===== src/include/fp_fma_macros.svh =====
// --------------------------------------------------
// Shared constants for the binary64 FMA pipeline.
// Include wherever a width, the bias or the NaN word is needed.
// --------------------------------------------------
`ifndef FP_FMA_MACROS_SVH
`define FP_FMA_MACROS_SVH

// Register stages from operand capture to result
`define FP_FMA_STAGES 4

// binary64 field widths
`define FP_EXP_W  11
`define FP_MANT_W 52

// Exponent bias
`define FP_EXP_BIAS 1023

// Every NaN result uses this one quiet pattern
`define FP_QNAN 64'h7FF8000000000001

`endif


===== src/hw/fp_fma_pkg.sv =====
// --------------------------------------------------
// Types shared by the FMA stages: operand word, class
// flags, operation mode and the inter-stage records.
// --------------------------------------------------
`include "fp_fma_macros.svh"

package fp_fma_pkg;

    // One binary64 word
    typedef struct packed {
        logic                  sign;
        logic [`FP_EXP_W-1:0]  exp;
        logic [`FP_MANT_W-1:0] frac;
    } fp64_t;

    typedef struct packed {
        logic is_nan;
        logic is_inf;
        logic is_zero;
    } fp_class_t;

    typedef struct packed {
        logic neg_product;
        logic neg_addend;
    } fma_mode_t;

    // --------------------------------------------------
    // Stage records
    // --------------------------------------------------
    // Exponents carry two extra bits so large products cannot wrap
    typedef struct packed {
        logic                        valid;
        logic                        p_sign;
        logic signed [`FP_EXP_W+1:0] p_exp;
        logic [`FP_MANT_W:0]         mant_a;
        logic [`FP_MANT_W:0]         mant_b;
        logic                        c_sign;
        logic [`FP_EXP_W-1:0]        c_exp;
        logic [`FP_MANT_W:0]         c_mant;
        fp_class_t                   cls_a;
        fp_class_t                   cls_b;
        fp_class_t                   cls_c;
    } s1_rec_t;

    typedef struct packed {
        logic                        valid;
        logic                        p_sign;
        logic signed [`FP_EXP_W+1:0] p_exp;
        logic [2*`FP_MANT_W+1:0]     p_mant;
        logic                        c_sign;
        logic [`FP_EXP_W-1:0]        c_exp;
        logic [`FP_MANT_W:0]         c_mant;
        logic                        p_nan;
        logic                        p_inf;
        logic                        p_zero;
        fp_class_t                   cls_c;
    } s2_rec_t;

    // Sum bus holds the binary point just below bit 210
    typedef struct packed {
        logic                        valid;
        logic                        sign;
        logic signed [`FP_EXP_W+1:0] exp;
        logic [4*`FP_MANT_W+3:0]     sum;
        logic                        special;
        fp64_t                       special_res;
        logic                        invalid;
    } s3_rec_t;

endpackage


===== src/hw/fma_op_regs.sv =====
// --------------------------------------------------
// Operation register block for the FMA unit. Holds the
// mode written over the config port and the sticky flags.
// --------------------------------------------------
module fma_op_regs (
    input  logic                  clk,
    input  logic                  rst_n,
    input  logic                  cfg_we,
    input  logic [3:0]            cfg_wdata,
    input  logic                  invalid_pulse,
    input  logic                  overflow_pulse,
    output fp_fma_pkg::fma_mode_t mode,
    output logic                  flag_invalid,
    output logic                  flag_overflow
);

    // Bit 0 negates the product and bit 1 the addend
    always_ff @(posedge clk or negedge rst_n) begin
        if (!rst_n) begin
            mode <= '0;
        end else if (cfg_we) begin
            mode.neg_product <= cfg_wdata[0];
            mode.neg_addend  <= cfg_wdata[1];
        end
    end

    // Sticky flags where a pulse beats a clear in the same cycle
    always_ff @(posedge clk or negedge rst_n) begin
        if (!rst_n) begin
            flag_invalid  <= 1'b0;
            flag_overflow <= 1'b0;
        end else begin
            if (invalid_pulse) begin
                flag_invalid <= 1'b1;
            end else if (cfg_we && cfg_wdata[2]) begin
                flag_invalid <= 1'b0;
            end
            if (overflow_pulse) begin
                flag_overflow <= 1'b1;
            end else if (cfg_we && cfg_wdata[3]) begin
                flag_overflow <= 1'b0;
            end
        end
    end

    // Clear bits only come together with the write strobe
    a_clear_with_we: assert property (@(posedge clk) disable iff (!rst_n)
        !cfg_we |-> (cfg_wdata[3:2] == 2'b00));

endmodule


===== config.mk =====
export PLATFORM = sky130hd
export DESIGN_NAME = fma_op_regs
export DESIGN_NICKNAME = d
export VERILOG_FILES = /design/src/hw/fp_fma_pkg.sv /design/src/hw/fma_op_regs.sv
export VERILOG_INCLUDE_DIRS = /design/src /design/src/include
export SDC_FILE = /design/constraint.sdc
export NUM_CORES = 1
export LEC_CHECK = 0
export BUFFER_PORTS_ARGS = -buffer_cell sky130_fd_sc_hd__buf_2
export CORE_AREA = 10 10 47 49
export DETAILED_ROUTE_END_ITERATION = 10
export DIE_AREA = 0 0 57 59
export HOLD_SLACK_MARGIN = 0.02
export PLACE_DENSITY = 0.35
export SYNTH_ARGS = -nofsm -noshare
export SYNTH_HDL_FRONTEND = slang
export SYNTH_SLANG_ARGS = --single-unit

===== constraint.sdc =====
create_clock -name clk -period 0.95 [get_ports clk]
set_input_delay 0.0475 -clock clk [delete_from_list [all_inputs] [get_ports clk]]
set_output_delay 0.0475 -clock clk [all_outputs]
set_load 0.02 [all_outputs]

After elaboration in Yosys (flattened, before gate mapping)
Cells that the tools add are included.
{ "classes": {"muxes": 4, "reduce_logical": 4} }
{ "op_table": {"columns": ["cell", "count"], "rows": [
  ["$mux W1", 4],
  ["$reduce_bool A2 Y1", 2],
  ["$logic_and A1 B1 Y1", 2]
]} }
{ "totals": {"regBits": 4, "input_bits": 9, "out_inout_bits": 4, "word_cells": 12} }

Depth between registers and ports, before layout
{ "logic_depth": {"word_depth": 3, "depth_mapped": 2, "depth_no_buf": 2} }

Least setup slack after synthesis
Ideal clock, no wire load.
{ "synth_timing": {"path_kind": "register -> register", "startpoint": "register mode[0] (netlist name)", "endpoint": "register mode[0] in the netlist's numbering", "setup_ps": 125, "arrival_ps": 701, "path_slack_ps": 124, "path_stages_with_launch": 2, "path_buffers": 0, "cell_sequence": "dfrtp_1 -> mux2_2"} }
{ "synth_rtl": {"columns": ["item", "line_no", "rtl"], "rows": [
  ["to (decl)", "fma_op_regs.sv:12", "output fp_fma_pkg::fma_mode_t mode,"]
]} }

Worst setup path after layout
{ "layout_timing": {"startpoint": "register mode[0] in the netlist's numbering", "endpoint": "output mode[0] in the netlist's numbering"} }
No word-level cell between the ends.

==> out/results.md <==
| Step | Parameter | Value |
|---|---|---|
| run status | Outcome | completed |
| final layout | Final net count | 39 |
| synthesis | Register area share after synthesis | 69.0% |
| hold path | Path category of the worst min-delay check | input port to flip-flop |
| placed design | Number of port buffers | 12 |
| final layout | Commonest non-fill, non-tap cell in the layout | sky130_fd_sc_hd__buf_2 |
| clocking | Source-to-sink clock delay at the later pin of the worst-skew pair | 0.23 ns |
| global routing | Wire length of the first global-routing pass | 807 µm |
| routing | Detail Route Antenna Nets | 0 |
| timing | Timing-limited maximum frequency | 1.23 GHz |
| clocking | # clock sinks | 4 |
| global routing | Number of antenna violations at the first check in global routing | 0 |
| die | DIE HEIGHT | 59 µm |
| die | Chip width | 57 µm |
| timing | Setup repair after global routing missed its margin | false |
| synthesis | Syn Std Cell Area | 145 µm² |
| synthesis | Instance count of the mapped netlist | 10 |
| timing | Accumulated negative setup slack | 0 ns |
| die | Placement row count | 14 |
| global routing | Vias in the first global route | 187 |
| routing | Routed vias | 154 |
| worst setup path | CP startpoint kind | flip-flop |
| worst setup path | Buf/Inv on CP | 1 |
| synthesis | Post-synth top area share | 69.0% |
| die | I/O pin count | 13 |
| final layout | Commonest non-fill, non-tap cells in the layout | 12 x sky130_fd_sc_hd__buf_2, 4 x sky130_fd_sc_hd__dfrtp_1, 3 x sky130_fd_sc_hd__clkbuf_4, 3 x sky130_fd_sc_hd__dlygate4sd3_1 |
| flow run | Number of maximum-capacitance constraint violations | 0 |
| final layout | Number of fill cells in the layout | 158 |
| synthesis | Post-synth top area cell | sky130_fd_sc_hd__dfrtp_1 |
| routing | Number of DRC markers after the initial detailed-route iteration | 6 |
| worst setup path | Crit path required time | 0.90 ns |
| power | Total power consumption of the routed design | 0.479 mW |
| timing | Final period util | 85.8% |
| timing | Setup-violating endpoint count in the final report | 0 |
| routing | Via-to-Cell Ratio | 3.50 |
| worst setup path | Crit path capture type | output pin |
| timing | Clock period minus final worst setup slack | 0.815 ns |
| placed design | Routability congestion estimate | 0.663 |
| final layout | Area growth, synth to finish | 91.4% |
| global routing | Largest net degree at the start of global routing | 5 |
| power | Leakage power summed over all cells | 0.135 nW |
| worst setup path | Family with the most delay on the worst path | flip-flops |
| final layout | Layout cell share with drive strength beyond 1 | 60.7% |
| die | Core area | 1400 µm² |
| clocking | Clock tree from TritonCTS | built |
| worst setup path | Slowest stage delay, CP | 0.37 ns |
| routing | Final routed wire length divided by cell count | 11.8 µm |
| worst setup path | Worst endpoint data arrival time | 0.77 ns |
| clocking | Number of buffers between clock root and the deepest sink | 2 |
| die | Initial core utilization | 10.4% |
| worst setup path | Critical Path, Cell by Cell | buf_2 |
| worst setup path | Critical path start-end classification | flip-flop to output pin |
| synthesis | FF+latch count, synth | 4 |
| synthesis | Distinct cell type count of the synthesized netlist | 4 |
| global routing | Overall global routing resource usage | 3.33% |
| clocking | Inserted Clock Buffers | 3 |
| routing | Detailed-router iteration count before antenna repair | 2 |
| timing | Worst slew margin relative to its limit | 92.4% |
| synthesis | Yosys Warn Count | 0 |
| power | Power Dens Cells | 1730 nW/µm² |
| clocking | Cell chosen for the clock root | sky130_fd_sc_hd__clkbuf_4 |
| worst setup path | Maximum fanout along the worst path | 2 |
| timing | Final count of hold timing violations | 0 |
| synthesis | Largest cells by area after synthesis | sky130_fd_sc_hd__dfrtp_1 69%, sky130_fd_sc_hd__mux2_2 16%, sky130_fd_sc_hd__a21o_1 10% |
| power | Worst-case vdd ir drop | 0.916 mV |
| synthesis | Number of nets in the synthesized netlist | 19 |
| timing | Final worst clock skew | 0 ns |
| routing | Detailed-route wire length | 519 µm |
| synthesis | Average size of a mapped cell | 14.5 µm² |
| worst setup path | Critical Path Slowest Stage Cell | sky130_fd_sc_hd__dfrtp_1 |
| die | Die area | 3360 µm² |
| timing | Actual transition at the worst max-transition pin | 0.115 ns |
| global routing | Final global-route overflow total | 0 |
| clocking | Post-CTS Setup Bufs | 0 |
| clocking | H-tree level count | 1 |
| final layout | Count of antenna diodes in the layout | 0 |
| clocking | Clock-pin slew on the worst setup and hold paths | 0.04 ns |
| timing | Final number of max-transition violations | 0 |
| routing | Residual DRC | 0 |
[layer usage]
metal	track usage (%)	part of all wire [%]
met1	3.35	47
met2	2.95	29
met3	5.15	22
met4	2.01	0.96
met5	0	0
[where the power goes]
group / internal, mW / total (mW) / leakage (nW) / switching (mW)
registers: 0.186 / 0.193 / 0.0434 / 0.00762
logic: 0.0409 / 0.0807 / 0.0780 / 0.0399
clock network: 0.141 / 0.205 / 0.0138 / 0.0644
total: 0.367 / 0.479 / 0.135 / 0.112
[logic make-up (layout without fill, tap and decap cells)]
kind of cell,count (synthesis),in the layout,share of synthesized area [%]
DFF,4,4,69.0
muxes,2,2,15.5
buffers and inverters,0,18,0
and+or+nand+nor,2,2,5.17
AOI/OAI and AO/OA,2,2,10.3
[path summary, 6_finish.rpt]
kind                            slack [ns]  cells after the start           from       endpoint
worst min-delay path                  0.05                      2   cfg_wdata[1]        mode[0]
max in group asynchronous             0.67                      2          rst_n  flag_overflow
min in group asynchronous             0.17                      2          rst_n   flag_invalid
worst min register to register        0.48                      1  flag_overflow  flag_overflow
worst max-delay path                  0.13                      1        mode[0]        mode[0]
worst max register to register        0.20                      1        mode[0]        mode[0]
[synth_stat cells, drive strengths merged]
| library cell | count |
|---|---|
| dfrtp | 4 |
| a21o | 2 |
| mux2 | 2 |
| nand2 | 2 |
[cell type report]
type | count | area, µm² | share of cell area (%)
Multi-Input combinational cell | 6 | 45.0 | 16.2
Timing Repair Buffer | 15 | 90.1 | 32.4
Clock buffer | 3 | 22.5 | 8.11
Tap cell | 16 | 20.0 | 7.21
Sequential cell | 4 | 100 | 36.0
[registers in the layout (all words and copies together), names as in the netlist]
register and flops:
flag_invalid 1, flag_overflow 1, mode 2
[through the flow]
stage / utilization, % / instance area, µm² / worst slack (ns) / hold WS [ns] / instances
global route: 19.8 / 278 / 0.107 / 0.0644 / 44
floorplan: - / 145 / 0.124 / -0.248 / 10
global placement: 16.1 / 225 / 0.221 / -0.147 / 38
detailed placement: 16.1 / 225 / 0.208 / -0.144 / 38
finish: 19.8 / 278 / 0.135 / 0.0530 / 44
CTS: 19.8 / 278 / 0.128 / 0.0451 / 44
[timing repair]
item | in CTS | in global routing
gates resized for setup | 0 | 0
endpoints found under the hold margin | 6 | 0
hold buffers | 3 | 0
Note: power is estimated with default switching activity, not from simulation.
