==> src/include/fp_fma_macros.svh <==
// --------------------------------------------------
// Shared constants for the binary64 FMA pipeline.
// Include wherever a width, the bias or the NaN word is needed.
// --------------------------------------------------
`ifndef FP_FMA_MACROS_SVH
`define FP_FMA_MACROS_SVH

// Register stages from operand capture to result
`define FP_FMA_STAGES 4

// binary64 field widths
`define FP_EXP_W  11
`define FP_MANT_W 52

// Exponent bias
`define FP_EXP_BIAS 1023

// Every NaN result uses this one quiet pattern
`define FP_QNAN 64'h7FF8000000000001

`endif

==> src/hw/fp_fma_pkg.sv <==
// --------------------------------------------------
// Types shared by the FMA stages: operand word, class
// flags, operation mode and the inter-stage records.
// --------------------------------------------------
`include "fp_fma_macros.svh"

package fp_fma_pkg;

    // One binary64 word
    typedef struct packed {
        logic                  sign;
        logic [`FP_EXP_W-1:0]  exp;
        logic [`FP_MANT_W-1:0] frac;
    } fp64_t;

    typedef struct packed {
        logic is_nan;
        logic is_inf;
        logic is_zero;
    } fp_class_t;

    typedef struct packed {
        logic neg_product;
        logic neg_addend;
    } fma_mode_t;

    // --------------------------------------------------
    // Stage records
    // --------------------------------------------------
    // Exponents carry two extra bits so large products cannot wrap
    typedef struct packed {
        logic                        valid;
        logic                        p_sign;
        logic signed [`FP_EXP_W+1:0] p_exp;
        logic [`FP_MANT_W:0]         mant_a;
        logic [`FP_MANT_W:0]         mant_b;
        logic                        c_sign;
        logic [`FP_EXP_W-1:0]        c_exp;
        logic [`FP_MANT_W:0]         c_mant;
        fp_class_t                   cls_a;
        fp_class_t                   cls_b;
        fp_class_t                   cls_c;
    } s1_rec_t;

    typedef struct packed {
        logic                        valid;
        logic                        p_sign;
        logic signed [`FP_EXP_W+1:0] p_exp;
        logic [2*`FP_MANT_W+1:0]     p_mant;
        logic                        c_sign;
        logic [`FP_EXP_W-1:0]        c_exp;
        logic [`FP_MANT_W:0]         c_mant;
        logic                        p_nan;
        logic                        p_inf;
        logic                        p_zero;
        fp_class_t                   cls_c;
    } s2_rec_t;

    // Sum bus holds the binary point just below bit 210
    typedef struct packed {
        logic                        valid;
        logic                        sign;
        logic signed [`FP_EXP_W+1:0] exp;
        logic [4*`FP_MANT_W+3:0]     sum;
        logic                        special;
        fp64_t                       special_res;
        logic                        invalid;
    } s3_rec_t;

endpackage

==> src/hw/fp_classify.sv <==
// --------------------------------------------------
// FMA stage 1. Unpacks a, b and c, applies the mode's
// sign flips, classifies specials, sums product exponents.
// --------------------------------------------------
`include "fp_fma_macros.svh"

module fp_classify (
    input  logic                  clk,
    input  logic                  rst_n,
    input  logic                  in_valid,
    input  fp_fma_pkg::fp64_t     a,
    input  fp_fma_pkg::fp64_t     b,
    input  fp_fma_pkg::fp64_t     c,
    input  fp_fma_pkg::fma_mode_t mode,
    output fp_fma_pkg::s1_rec_t   s1
);
    import fp_fma_pkg::*;

    logic signed [`FP_EXP_W+1:0] eff_exp_a;
    logic signed [`FP_EXP_W+1:0] eff_exp_b;
    s1_rec_t                     s1_next;

    function automatic fp_class_t classify(input fp64_t x);
        fp_class_t r;
        r.is_nan  = (x.exp == '1) && (x.frac != '0);
        r.is_inf  = (x.exp == '1) && (x.frac == '0);
        r.is_zero = (x.exp == '0) && (x.frac == '0);
        return r;
    endfunction

    // Denormals use exponent 1 with a zero hidden bit
    assign eff_exp_a = (a.exp == '0) ? 13'sd1 : $signed({2'b00, a.exp});
    assign eff_exp_b = (b.exp == '0) ? 13'sd1 : $signed({2'b00, b.exp});

    always_comb begin
        s1_next.valid  = in_valid;
        s1_next.p_sign = a.sign ^ b.sign ^ mode.neg_product;
        s1_next.p_exp  = eff_exp_a + eff_exp_b - 13'sd`FP_EXP_BIAS;
        s1_next.mant_a = {a.exp != '0, a.frac};
        s1_next.mant_b = {b.exp != '0, b.frac};
        // Addend keeps its raw exponent for pass-through
        s1_next.c_sign = c.sign ^ mode.neg_addend;
        s1_next.c_exp  = c.exp;
        s1_next.c_mant = {c.exp != '0, c.frac};
        s1_next.cls_a  = classify(a);
        s1_next.cls_b  = classify(b);
        s1_next.cls_c  = classify(c);
    end

    always_ff @(posedge clk or negedge rst_n) begin
        if (!rst_n) begin
            s1 <= '0;
        end else begin
            s1 <= s1_next;
        end
    end

endmodule

==> config.mk <==
export PLATFORM = sky130hd
export DESIGN_NAME = fp_classify
export DESIGN_NICKNAME = d
export VERILOG_FILES = /design/src/hw/fp_fma_pkg.sv /design/src/hw/fp_classify.sv
export VERILOG_INCLUDE_DIRS = /design/src /design/src/include
export SDC_FILE = /design/constraint.sdc
export NUM_CORES = 1
export LEC_CHECK = 0
export BUFFER_PORTS_ARGS = -buffer_cell sky130_fd_sc_hd__buf_2
export CAP_MARGIN = 40
export CORE_AREA = 2 2 151 153
export DETAILED_ROUTE_END_ITERATION = 12
export DIE_AREA = 0 0 153 155
export SLEW_MARGIN = 25
export SYNTH_ARGS = -nofsm -noshare
export SYNTH_HDL_FRONTEND = slang
export SYNTH_SLANG_ARGS = --single-unit
==> constraint.sdc <==
create_clock -name clk -period 0.8 [get_ports clk]
set_input_delay 0.08 -clock clk [delete_from_list [all_inputs] [get_ports clk]]
set_output_delay 0.08 -clock clk [all_outputs]
set_load 0.05 [all_outputs]
# Word level (Yosys, flattened, before mapping)
# Index checks and enable logic that the tools add are counted.
[word_totals] reg_bits=195 input_bits=197 output_inout_bits=195 wordCells=48
[classes] add_sub_neg=2 n_eq_ne=3 muxes=2 bitwise_logic=3 n_reduce_logical=21
[ops] op="$logic_not 52->1" count=3
[ops] op="$reduce_bool 52->1" count=3
[ops] op="$eq 11x11->1 const B" count=3
[ops] op="$logic_not 11->1" count=3
[ops] op="$reduce_bool 11->1" count=3
[ops] op="$mux 11" count=2
[ops] op="$sub 12x10->13 const B" count=1
[ops] op="$add 11x11->12" count=1
[ops] op="$logic_and 1x1->1" count=9
[ops] op="$xor 1x1->1" count=3

# Depth between registers and ports, before layout
[depth] depth_word=4 ltp_mapped=10 ltp_nobuf=10

# Least setup slack after synthesis
# Ideal clock, no wire load.
[synth_path] path_type="input port to flip-flop" start="input port b[58] (netlist name)" end="register s1[187] (netlist name)" setup_time_ns=0.127 t_arrival_ns=1.857 t_required_ns=0.673 path_slack_ns=-1.185 cell_stages=10 n_path_buf=0 path_cell_list="nor3_1 a31oi_1 ha_1 inv_1 ha_1 fa_1 a211oi_1 o21bai_1 a21o_1 xor2_1"
[synth_lines] element="start: declaration" line="fp_classify.sv:12" text="input fp_fma_pkg::fp64_t b,"
[synth_lines] element="end signal: assignment" line="fp_classify.sv:54" text="s1 <= s1_next;"
[synth_lines] element="end: declaration" line="fp_classify.sv:15" text="output fp_fma_pkg::s1_rec_t s1"

==> flow_metrics.tcl <==
set metrics [dict create \
    hold_viol 2 \
    grt_max_degree 38 \
    drt_first_pass_iters 4 \
    grtUsageTotal_pct 21.17 \
    synth_warnings 0 \
    remaining_global_route_overflow 0 \
    synth.net_count 603 \
    tritoncts.num_buffers 17 \
    cts_max_level 4 \
    startpoint_type "primary input" \
    die_x_um 153 \
    critical_path_peak_fanout 3 \
    timing.critical_path.max_delay_family "compound AO/OA/AOI/OAI gates" \
    synthTopCellsByCount "sky130_fd_sc_hd__dfrtp_1, sky130_fd_sc_hd__nor4_1, sky130_fd_sc_hd__ha_1" \
    largest_register "s1" \
    leading_cell_types_by_total_area_after_synthesis "sky130_fd_sc_hd__dfrtp_1, sky130_fd_sc_hd__ha_1, sky130_fd_sc_hd__nor4_1" \
    endpoint_class_of_the_critical_path "register" \
    synth_seq_area_share_pct 79.12 \
    cp_data_required_time_ps 1110 \
    numClockSinks 195 \
    std_cell_rows 55 \
    antenna_found_initial 1 \
    grt_first_pass_wirelength_mm 38.71 \
    timing.fmax_mhz 645.8 \
    detailedPlace.worstSlack_ps -1258 \
    largest_reg_flops 195 \
    yosys_register_bits 195 \
    yosys_most_used_dff "sky130_fd_sc_hd__dfrtp_1" \
    largest_registers_in_the_final_layout "s1: 195 flops" \
    num_io_pins 392 \
    design_area_mm2 0.01385 \
    postRouteAntennaNets 0 \
    avgRoutedWirePerCell_um 19.04 \
    finalWorstPathRequiredPeriod_ps 1548 \
    timing.critical_path.cells "buf_6, nor3_4, a31oi_1, ha_2, inv_2, ha_4, fa_2, a211oi_2, o21bai_1, a21o_1, xor2_1" \
    synthMostInstantiatedCell "sky130_fd_sc_hd__dfrtp_1" \
    hpwl_mm 16.11 \
    p_leak_nw 6.468 \
    grt_setup_unrepaired "yes" \
    path_buf_inv 2 \
    timing.critical_path.slowest_cell_delay_ps 370 \
    placed_area_mm2 0.009565 \
    root_buffer "sky130_fd_sc_hd__clkbuf_16" \
    floorplan.initialDensity_pct 27.75 \
    fin_nets 1291 \
    first_global_vias 6812 \
    io_buffer_count 391 \
    synth_area_leader_cell "sky130_fd_sc_hd__dfrtp_1" \
    cellPowerDensity_mw_per_mm2 1911 \
    failed_checks "negative hold slack, negative setup slack" \
    detailedRoute.firstIterationViolations 269 \
    dieArea_mm2 0.02372 \
    slowest_stage "sky130_fd_sc_hd__fa_2" \
    timing_worst_setup_path_type "primary input to register" \
    coreArea_mm2 0.02223 \
    vdd.ir_drop.worst_mv 1.220 \
    status "finished, violations left" \
    arrival_time_reported_for_the_critical_path_endpoint_ps 1860 \
    number_of_enable_type_register_cells_in_the_synthesized_netlist 0 \
    avgSynthCellArea_um2 16.06 \
    timing_max_transition_violations_final 0 \
    totalPowerFinal_w 0.02647 \
    synth.distinct_cells 31 \
    routed_via_density 4.471 \
    dr_total_vias 6130 \
    reg_clk_slew_reported_paths_ps 70 \
    finalWirelength_mm 26.10 \
    cap_violations 0 \
    area_delta_synth_final_pct 124.5 \
    clock_tree.buffer_depth 2 \
    netlist_instances 384 \
    final_critical_path_setup_slack_ps -748.5 \
    final.hold.worst_slack_ps -14.15 \
    post-route-period-util_pct 193.6 \
    report.final.setup_viol 214 \
    gp_congestion 0.8383 \
    route.detailed.drc 0 \
    tightestPinTransition_ps 297.4 \
    synth_top_area_share_pct 79.12 \
    drive_above_1_share_pct 56.87 \
    hold_path.class "primary input to register" \
    mappedNetlistArea_mm2 0.006167 \
    asyncSetResetFlopFracSynth_pct 100.0 \
    die_height_um 155 \
    tritoncts "done" \
    max_transition_margin_pct 80.02 \
]
[what timing repair did]
item,CTS,global route
gates resized for setup,454,71
endpoints found under the setup margin,215,216
hold endpoints to repair,369,11
hold buffers,176,8
pin swaps,28,32
setup buffers,5,4
[area by class of cell]
cell class              instances  area [um2]
well taps                     285       356.6
multi-input cells             165        1809
flip-flops and latches        195        4880
fillers                      1561        8379
clock buffers                  18       429.2
repair buffers                688        6182
clock inverters                14       170.2
inverters                       5       18.77
diodes                          1       2.502
[metal layers]
layer	track usage [%]	share of wire (%)	vias to the layer above
met5	0	0	-
met1	23.26	37	3066
met4	9.392	3.9	0
li1	-	-	2739
met2	38.84	54	265
met3	5.209	5.1	60
[path summary, 6_finish.rpt]
path	startpoint	end	slack [ps]	cells past startpoint
max in group asynchronous	rst_n	s1[101]$_DFF_PN0_	140	3
min in group asynchronous	rst_n	s1[68]$_DFF_PN0_	150	2
worst max-delay path	b[58]	s1[187]$_DFF_PN0_	-750	11
worst min-delay path	a[52]	s1[179]$_DFF_PN0_	-10	3
[where the power goes]
group          leakage (nW)  switching (W)  internal, W
sequential             2.29       0.000327       0.0104
combinational          3.90        0.00393      0.00308
clock                 0.282        0.00420      0.00448
[cells by family (layout without fill, tap and decap cells)]
logic type      after synthesis  in the layout  share of synthesized area [%]
flops                       195            195                          79.12
simple gates                106            106                          10.49
compound gates               26             26                          2.759
buf+inv                      24            725                          1.481
fa+ha+maj                    22             22                          4.585
xor+xnor                     11             11                          1.562
other cells                   0              1                              0
[placed cells by master, fill, tap and decap left out, drive strengths merged]
cell type	Yosys	final
nand4	13	13
a211oi	3	3
a31oi	2	2
bufinv	0	1
clkbuf	18	19
o21bai	2	2
a211o	1	1
nor3	7	7
o21ai	5	5
a21o	2	2
and2	3	3
or3	1	1
o2111ai	1	1
nor4	48	48
clkinv	0	4
nor2b	6	6
inv	5	11
o211ai	3	3
fa	1	1
clkinvlp	0	3
dfrtp	195	195
nor2	7	7
ha	21	21
xor2	4	4
buf	1	511
nand2	5	5
xnor2	7	7
dlymetal6s4s	0	2
nand3	12	12
dlygate4sd3	0	174
a21oi	7	7
diode	0	1
nand2b	2	2
and3	1	1
or2	1	1
[through the flow]
step / hold slack, ps / setup TNS [ps] / cells / utilization, %
finish: -14.15 / -53240 / 1371 / 62.30
global route: -24.19 / -62370 / 1371 / 62.30
CTS: -40.79 / -56850 / 1367 / 60.63
detailed placement: -2.652 / -17190 / 1155 / 43.03
global placement: -1.331 / -17300 / 1155 / 43.03
floorplan: -215.6 / -9182 / 384 / -
(Power assumes the default switching activity.)
